[config.mk]
export PLATFORM = sky130hd
export DESIGN_NAME = spu_decode
export DESIGN_NICKNAME = d
export VERILOG_FILES = /design/src/spu_pkg.sv /design/src/spu_decode.sv
export VERILOG_INCLUDE_DIRS = /design/src
export SDC_FILE = /design/constraint.sdc
export NUM_CORES = 1
export LEC_CHECK = 0
export CAP_MARGIN = 20
export CORE_AREA = 3 3 57 59
export DETAILED_ROUTE_END_ITERATION = 12
export DIE_AREA = 0 0 60 62
export DONT_BUFFER_PORTS = 1
export GPL_TIMING_DRIVEN = 0
export SETUP_SLACK_MARGIN = 0.02
export SLEW_MARGIN = 30
export SYNTH_ARGS = -nofsm -noshare
export SYNTH_HDL_FRONTEND = slang
export SYNTH_SLANG_ARGS = --single-unit
[constraint.sdc]
create_clock -name vclk -period 2.2
set_input_delay 0 -clock vclk [all_inputs]
set_output_delay 0 -clock vclk [all_outputs]
set_load 0.005 [all_outputs]
[src/spu_defs.svh]
`ifndef SPU_DEFS_SVH
`define SPU_DEFS_SVH

// register file
`define SPU_NUM_REGS	128
`define SPU_REG_W		128
`define SPU_REG_AW		7

// local store, indexed in quadwords
`define SPU_LS_QWORDS	64
`define SPU_LS_AW		6

// instruction fields
`define SPU_INSTR_W		32
`define SPU_IMM_W		18
`define SPU_OP_RI18_W	7
`define SPU_OP_RI10_W	8
`define SPU_OP_RR_W		11

// APB debug port, byte addressed
`define SPU_APB_AW		11

`endif

[src/spu_pkg.sv]
`default_nettype none

`include "spu_defs.svh"

package spu_pkg;

	typedef enum logic [3:0] {
		EV_NOP,
		EV_A,
		EV_AH,
		EV_SF,
		EV_AND,
		EV_OR,
		EV_XOR,
		EV_NAND,
		EV_CEQ,
		EV_AI,
		EV_ANDI,
		EV_ORI,
		EV_ILA
	} even_op_e;

	typedef enum logic [2:0] {
		OD_LNOP,
		OD_LQD,
		OD_STQD,
		OD_ROTQBYI,
		OD_SHLQBYI
	} odd_op_e;

	// one decoded instruction for the even slot
	typedef struct packed {
		even_op_e					op;
		logic [0:`SPU_REG_AW-1]		rt_addr;
		logic [0:`SPU_REG_AW-1]		ra_addr;
		logic [0:`SPU_REG_AW-1]		rb_addr;
		logic [0:`SPU_IMM_W-1]		imm;		// raw field, right-justified
		logic						reg_write;
	} even_issue_t;

	typedef struct packed {
		odd_op_e					op;
		logic [0:`SPU_REG_AW-1]		rt_addr;
		logic [0:`SPU_REG_AW-1]		ra_addr;
		logic [0:`SPU_REG_AW-1]		rb_addr;	// rt field for stqd
		logic [0:`SPU_IMM_W-1]		imm;
		logic						reg_write;
	} odd_issue_t;

	typedef struct packed {
		logic						valid;
		logic [0:`SPU_REG_AW-1]		addr;
		logic [0:`SPU_REG_W-1]		data;
	} wb_t;

endpackage

`default_nettype wire

[src/spu_decode.sv]
`default_nettype none

`include "spu_defs.svh"

module spu_decode import spu_pkg::*; (
	input  logic [0:`SPU_INSTR_W-1]	instr_even,
	input  logic [0:`SPU_INSTR_W-1]	instr_odd,
	output even_issue_t				even_issue,
	output odd_issue_t				odd_issue
);

	// even slot, 7 bit RI18 first, then RI10, then RR
	always_comb begin
		even_issue = '0;
		even_issue.op = EV_NOP;
		even_issue.rt_addr = instr_even[25:31];
		even_issue.ra_addr = instr_even[18:24];
		even_issue.rb_addr = instr_even[11:17];
		if (instr_even[0:`SPU_OP_RI18_W-1] == 7'b0100001) begin	// ila
			even_issue.op = EV_ILA;
			even_issue.imm = instr_even[7:24];
		end
		else begin
			even_issue.imm = {8'b0, instr_even[8:17]};		// i10
			case (instr_even[0:`SPU_OP_RI10_W-1])
				8'b00011100 : even_issue.op = EV_AI;
				8'b00010100 : even_issue.op = EV_ANDI;
				8'b00000100 : even_issue.op = EV_ORI;
				default : begin
					case (instr_even[0:`SPU_OP_RR_W-1])
						11'b00011000000 : even_issue.op = EV_A;
						11'b00011001000 : even_issue.op = EV_AH;
						11'b00001000000 : even_issue.op = EV_SF;
						11'b00011000001 : even_issue.op = EV_AND;
						11'b00001000001 : even_issue.op = EV_OR;
						11'b01001000001 : even_issue.op = EV_XOR;
						11'b00011001001 : even_issue.op = EV_NAND;
						11'b01111000000 : even_issue.op = EV_CEQ;
						default : even_issue.op = EV_NOP;	// nop and unknown words
					endcase
				end
			endcase
		end
		even_issue.reg_write = (even_issue.op != EV_NOP);
	end

	// odd slot, RI10 memory ops first, then RR and RI7
	always_comb begin
		odd_issue = '0;
		odd_issue.op = OD_LNOP;
		odd_issue.rt_addr = instr_odd[25:31];
		odd_issue.ra_addr = instr_odd[18:24];
		odd_issue.rb_addr = instr_odd[11:17];
		odd_issue.imm = {8'b0, instr_odd[8:17]};
		case (instr_odd[0:`SPU_OP_RI10_W-1])
			8'b00110100 : begin			// lqd
				odd_issue.op = OD_LQD;
				odd_issue.reg_write = 1'b1;
			end
			8'b00100100 : begin			// stqd
				odd_issue.op = OD_STQD;
				odd_issue.rb_addr = instr_odd[25:31];	// store data on port b
			end
			default : begin
				odd_issue.imm = {11'b0, instr_odd[11:17]};	// i7
				case (instr_odd[0:`SPU_OP_RR_W-1])
					11'b00111111100 : begin		// rotqbyi
						odd_issue.op = OD_ROTQBYI;
						odd_issue.reg_write = 1'b1;
					end
					11'b00111111111 : begin		// shlqbyi
						odd_issue.op = OD_SHLQBYI;
						odd_issue.reg_write = 1'b1;
					end
					default : odd_issue.op = OD_LNOP;	// lnop and unknown words
				endcase
			end
		endcase
	end

endmodule

`default_nettype wire

==> results of run 1 <==
-- cell families (layout without fill, tap and decap cells) --
group / after synthesis / count (layout) / synth area share
xor gates and xnor gates: 1 / 1 / 0.00839
muxes: 18 / 18 / 0.193
other: 1 / 8 / 0.00359
AOI/OAI and AO/OA: 10 / 10 / 0.0779
and+or+nand+nor: 48 / 48 / 0.313
buffers and inverters: 57 / 57 / 0.404
-- cell usage in the layout, fill, tap and decap left out, types with 2 or more instances in the layout --
cell and count:
and3_1 9, and2_1 3, nor3_1 2, nand2b_1 2
o21ai_0 3, nand4bb_1 2, nand4b_1 2, buf_4 51
nor2_1 4, or3_1 3, conb_1 8, mux2_2 17
nand3_1 3, nand2_1 7
-- critical path, delay by kind of cell --
family / cells / cell delay [ps]
AO/OA/AOI/OAI: 1 / 110
AND/OR/NAND/NOR: 3 / 1140
-- Yosys cell counts, types with 2 or more instances --
library cell,instances,area share
nand2b_1,2,0.012
nand2_1,7,0.025
buf_4,51,0.37
mux2_2,17,0.18
and3_1,9,0.054
nand4b_1,2,0.017
o21ai_0,3,0.014
nor3_1,2,0.0096
nand4bb_1,2,0.022
nand3_1,3,0.014
nor2_1,4,0.014
and2_1,3,0.018
or3_1,3,0.018
-- layer usage --
layer / global-route usage / share of wire / vias to the layer above
met5: 0 / 0 / -
met4: 0.0127 / 0 / 0
met3: 0.0207 / 0.14 / 0
met2: 0.262 / 0.55 / 88
met1: 0.131 / 0.31 / 434
li1: - / - / 434
-- path summary, 6_finish.rpt --
kind	from	endpoint	slack (ps)
hold / removal	instr_odd[9]	odd_issue[42]	80
setup / recovery	instr_even[5]	even_issue[0]	950
-- final cells by class --
class	instances	area share
well taps	31	0.0350
inverters	1	0.00339
multi-input cells	85	0.585
plain buffers	56	0.377
-- stage by stage --
| stage | setup WS (ps) | hold WS [ps] | cell area [µm²] | power [mW] | utilization |
|---|---|---|---|---|---|
| after global routing | 850 | 83.4 | 1110 | 0.156 | 0.402 |
| after detailed placement | 921 | 82.8 | 1110 | 0.143 | 0.402 |
| after floorplan | 1090 | 73.7 | 1070 | 0.127 | - |
| final | 946 | 81.9 | 1110 | 0.142 | 0.402 |
| after global placement | 962 | 83.2 | 1110 | 0.143 | 0.402 |
| after CTS | 920 | 82.8 | 1110 | 0.143 | 0.402 |
-- power by group --
group	switching [mW]	total, mW	internal (mW)
clock	0	0	0
combinational	0.0551	0.142	0.0872
sequential	0	0	0
==> metrics.md, run 1 <==
| Metric | Value |
|---|---|
| Worst EP required | 2200 ps |
| Filler cells | 279 |
| Largest net degree at the start of global routing | 11 |
| Die area | 0.00372 mm² |
| Final ANT Viol Nets | 0 |
| Hold-fix buffers, CTS | 0 |
| Area grow syn2layout | 6.23% |
| Synthesis Warnings | 0 |
| Setup TNS | 0 ps |
| Detail Placement HPWL | 2.63 mm |
| # DRC | 0 |
| Hold Vio Cnt, Final | 0 |
| DRT Pass-1 Iters | 4 |
| Final period util | 0.570 |
| HP Class | in2out |
| Critical Path AT | 1250 ps |
| Worst IR Drop VDD | 0.0781 mV |
| Worst-margin pin slew | 535 ps |
| Relative slew margins | 0.634 |
| Core area | 0.00276 mm² |
| Max-slew violation count | 0 |
| Die span in x | 60 µm |
| Seq/Total Area, Yosys | 0 |
| # port buffers | 0 |
| I/O Pins | 151 |
| Post-DR wirelength/cell | 17.0 µm |
| # resized after CTS | 0 |
| Die height | 62 µm |
| Seq Cell Count | 0 |
| Via Count | 956 |
| GRT overflow | 0 |
| CP max stage cell | or4b_4 |
| Clock buffers | 0 |
| Dpl cells | 173 |
| Initial DRC count | 27 |
| Diodes inserted | 0 |
| Antenna violations before repair | 0 |
| Status | finished clean |
| Tmin final | 1250 ps |
| RSZ-0062 raised after global routing | no |
| All-Layer GR Usage | 0.125 |
| Setup-failing EPs final | 0 |
| GP Congestion | 0.758 |
| CP Capture Type | output port |
| Distinct cells, synth | 40 |
| Worst-path fanout max | 4 |
| Setup CP Type | in2out |
| Initial Util | 0.378 |
| Hold Path Cell Cnt | 2 |
| Reg area | 0 µm² |
| Max stage delay on crit path | 570 ps |
| Startpoint types | primary input |
| Post-CTS setup buffer count | 0 |
| Avg Cell Area, Syn | 7.73 µm² |
| Ordered list of cells on the worst path | or4b_4 -> nor4_1 -> a41oi_1 -> nand4b_1 |
| Vias in the first global route | 819 |
| FP Rows | 19 |
| Post-Syn Area | 0.00104 mm² |
| Post-Syn Instances | 135 |
| MaxCap Viol Count | 0 |
| Routed vias/inst | 5.53 |
| Fmax | 797 MHz |
| Cell Pwr Density | 128 mW/mm² |
| Final Net Count | 208 |
| Layout cells sized above 1 | 0.570 |
| First-pass GRT wire length | 3.73 mm |
| Pleak | 0.542 nW |
| Final WL | 2.94 mm |
| Area of the multi-input gates | 648 µm² |
| Post-Layout Cell Count | 173 |
Power figures use the tool's default switching activity.
==> run 2: changes to the inputs <==
--- a/config.mk
+++ b/config.mk
@@ -6,6 +6,7 @@
 export SDC_FILE = /design/constraint.sdc
 export NUM_CORES = 1
 export LEC_CHECK = 0
+export ABC_AREA = 1
 export CAP_MARGIN = 20
 export CORE_AREA = 3 3 57 59
 export DETAILED_ROUTE_END_ITERATION = 12
==> constraint.sdc (replaced) <==
create_clock -name vclk -period 1.3
set_input_delay 0 -clock vclk [all_inputs]
set_output_delay 0 -clock vclk [all_outputs]
set_load 0.005 [all_outputs]
==> metrics.md, run 2 <==
| Metric | Value |
|---|---|
| Max stage delay on crit path | 330 ps |
| Status | finished clean |
| Seq Cell Count | 0 |
| Reg power frac | 0 |
| Die height | 62 µm |
| Commonest non-fill, non-tap cell in the layout | nand2_1 |
| Distinct cells, synth | 20 |
| I/O Pins | 151 |
| Psw | 0.105 mW |
| Reg area | 0 µm² |
| Post-route cell area | 0.00115 mm² |
| Synthesis Warnings | 0 |
| Setup-failing EPs final | 0 |
| Fmax | 1050 MHz |
| Diodes inserted | 0 |
| Largest net degree at the start of global routing | 11 |
| Antenna violations before repair | 0 |
| Top-count cell post-synth | nand2_1 |
| HP Class | in2out |
| Via Count | 1143 |
| CP Capture Type | output port |
| MaxCap Viol Count | 0 |
| Worst hold start | instr_odd[8] |
| Hold Vio Cnt, Final | 0 |
| RSZ-0062 raised after global routing | no |
| Final ANT Viol Nets | 0 |
| Vias in the first global route | 845 |
| Startpoint types | primary input |
| # resized after CTS | 0 |
| Ordered list of cells on the worst path | nand3b_1 -> nor2_1 -> inv_1 -> nor2_1 -> nand2_1 -> nand2_1 |
| # DRC | 0 |
| Worst EP required | 1300 ps |
| Final Net Count | 282 |
| First-pass GRT wire length | 3.46 mm |
| Largest area contributor in the netlist | buf_4 |
| Final period util | 0.731 |
| Max-slew violation count | 0 |
| Area grow syn2layout | 5.99% |
| Setup CP Type | in2out |
| Clock buffers | 0 |
| Post-place instance area | 0.00115 mm² |
| FP Rows | 19 |
| Logic gate share of total power | 1.000 |
| Post-DR wirelength/cell | 11.9 µm |
| Routed vias/inst | 4.63 |
| Pint | 0.125 mW |
| Post-layout util | 0.417 |
| GRT overflow | 0 |
| Commonest cells after routing, fill and taps aside | nand2_1, buf_4, inv_1, nor2_1, o21ai_0 |
| Hold-fix buffers, CTS | 0 |
| Commonest cells post-synth | nand2_1, buf_4, inv_1, nor2_1, o21ai_0 |
| Layout cells sized above 1 | 0.273 |
| Hold Path Cell Cnt | 2 |
| Post-Syn Area | 0.00109 mm² |
| Cell Pwr Density | 200 mW/mm² |
| Final setup margin | 349 ps |
| Critical Path AT | 950 ps |
| Post-Syn Instances | 209 |
| Setup TNS | 0 ps |
| All-Layer GR Usage | 0.114 |
| Pleak | 0.713 nW |
| Worst-path fanout max | 7 |
| CP max stage cell | nor2_1 |
| Worst Hold Path EP | odd_issue[10] |
| # port buffers | 0 |
| Clock power frac | 0 |
| DRT Pass-1 Iters | 4 |
| GP Congestion | 0.720 |
| Die area | 0.00372 mm² |
| Detail Placement HPWL | 2.70 mm |
| Tmin final | 951 ps |
| Sw Share | 0.457 |
| Die span in x | 60 µm |
| Seq/Total Area, Yosys | 0 |
| Core area | 0.00276 mm² |
| Initial DRC count | 29 |
| Worst IR Drop VDD | 0.119 mV |
| Final WL | 2.93 mm |
| Post-synth top area share | 0.346 |
| Avg Cell Area, Syn | 5.20 µm² |
| Initial Util | 0.394 |
| Post-CTS setup buffer count | 0 |
| Top cells by area, synth | buf_4, nand2_1, inv_1 |
| Dpl ws | 322 ps |
run 2: cell count changes after synthesis, moves of 3 or more:
cell / before / now
o21ai_0: 3 / 15
nand3_1: 3 / 10
and3_1: 9 / 0
nand2_2: 0 / 3
mux2_2: 17 / 0
and2_1: 3 / 0
nand2_1: 7 / 53
inv_1: 1 / 29
nand4_1: 1 / 5
nor2_1: 4 / 29
or3_1: 3 / 0
run 2: how the worst max path moves through the flow:
| stage | start | end | slack [ps] | cells after the start |
|---|---|---|---|---|
| floorplan | instr_even[2] | even_issue[2] | 530 | 8 |
| global placement | instr_odd[1] | odd_issue[22] | 310 | 6 |
| detailed placement | instr_odd[1] | odd_issue[22] | 320 | 6 |
| CTS | instr_odd[1] | odd_issue[22] | 320 | 6 |
| global route | instr_odd[6] | odd_issue[25] | 150 | 7 |
| finish | instr_odd[1] | odd_issue[22] | 350 | 6 |
run 2: logic make-up (layout without fill, tap and decap cells):
kind of cell	Yosys count	count (layout)	share of synthesized area
AO/OA/AOI/OAI	18	18	0.0887
AND/OR/NAND/NOR	105	105	0.408
other	1	8	0.00345
buffers and inverters	85	85	0.500
run 2: per-stage QoR:
| stage | power, mW | hold slack [ps] | cells |
|---|---|---|---|
| 3_5_place_dp | 0.233 | 78.0 | 247 |
| 3_3_place_gp | 0.233 | 77.8 | 247 |
| 2_1_floorplan | 0.208 | 70.7 | 216 |
| 4_1_cts | 0.233 | 78.6 | 247 |
| 6_report | 0.230 | 78.0 | 247 |
| 5_1_grt | 0.259 | 83.5 | 247 |
run 2: critical path: cells and delay by family:
family | cells | cell delay [ps]
buffers and inverters | 1 | 80
AND/OR/NAND/NOR | 5 | 860
run 2: area by class of cell:
class | instances | area (µm²)
fillers | 317 | 1610
multi-input cells | 131 | 569
plain buffers | 55 | 425
inverters | 30 | 118
well taps | 31 | 38.8
run 2: routing by layer:
layer  GRT usage  part of all wire  vias up  routed length, µm
li1            -                 -      590                  -
met1       0.142              0.36      473               1060
met2       0.221              0.52       80               1530
met3      0.0145              0.11        0                334
met4           0                 0        0                  0
met5           0                 0        -                  0
run 2: power groups by stage:
| stage | Sequential (mW) | Clock [mW] | Combinational (mW) |
|---|---|---|---|
| finish | 0 | 0 | 0.230 |
| global route | 0 | 0 | 0.259 |
| CTS | 0 | 0 | 0.233 |
| detailed placement | 0 | 0 | 0.233 |
| global placement | 0 | 0 | 0.233 |
| floorplan | 0 | 0 | 0.208 |
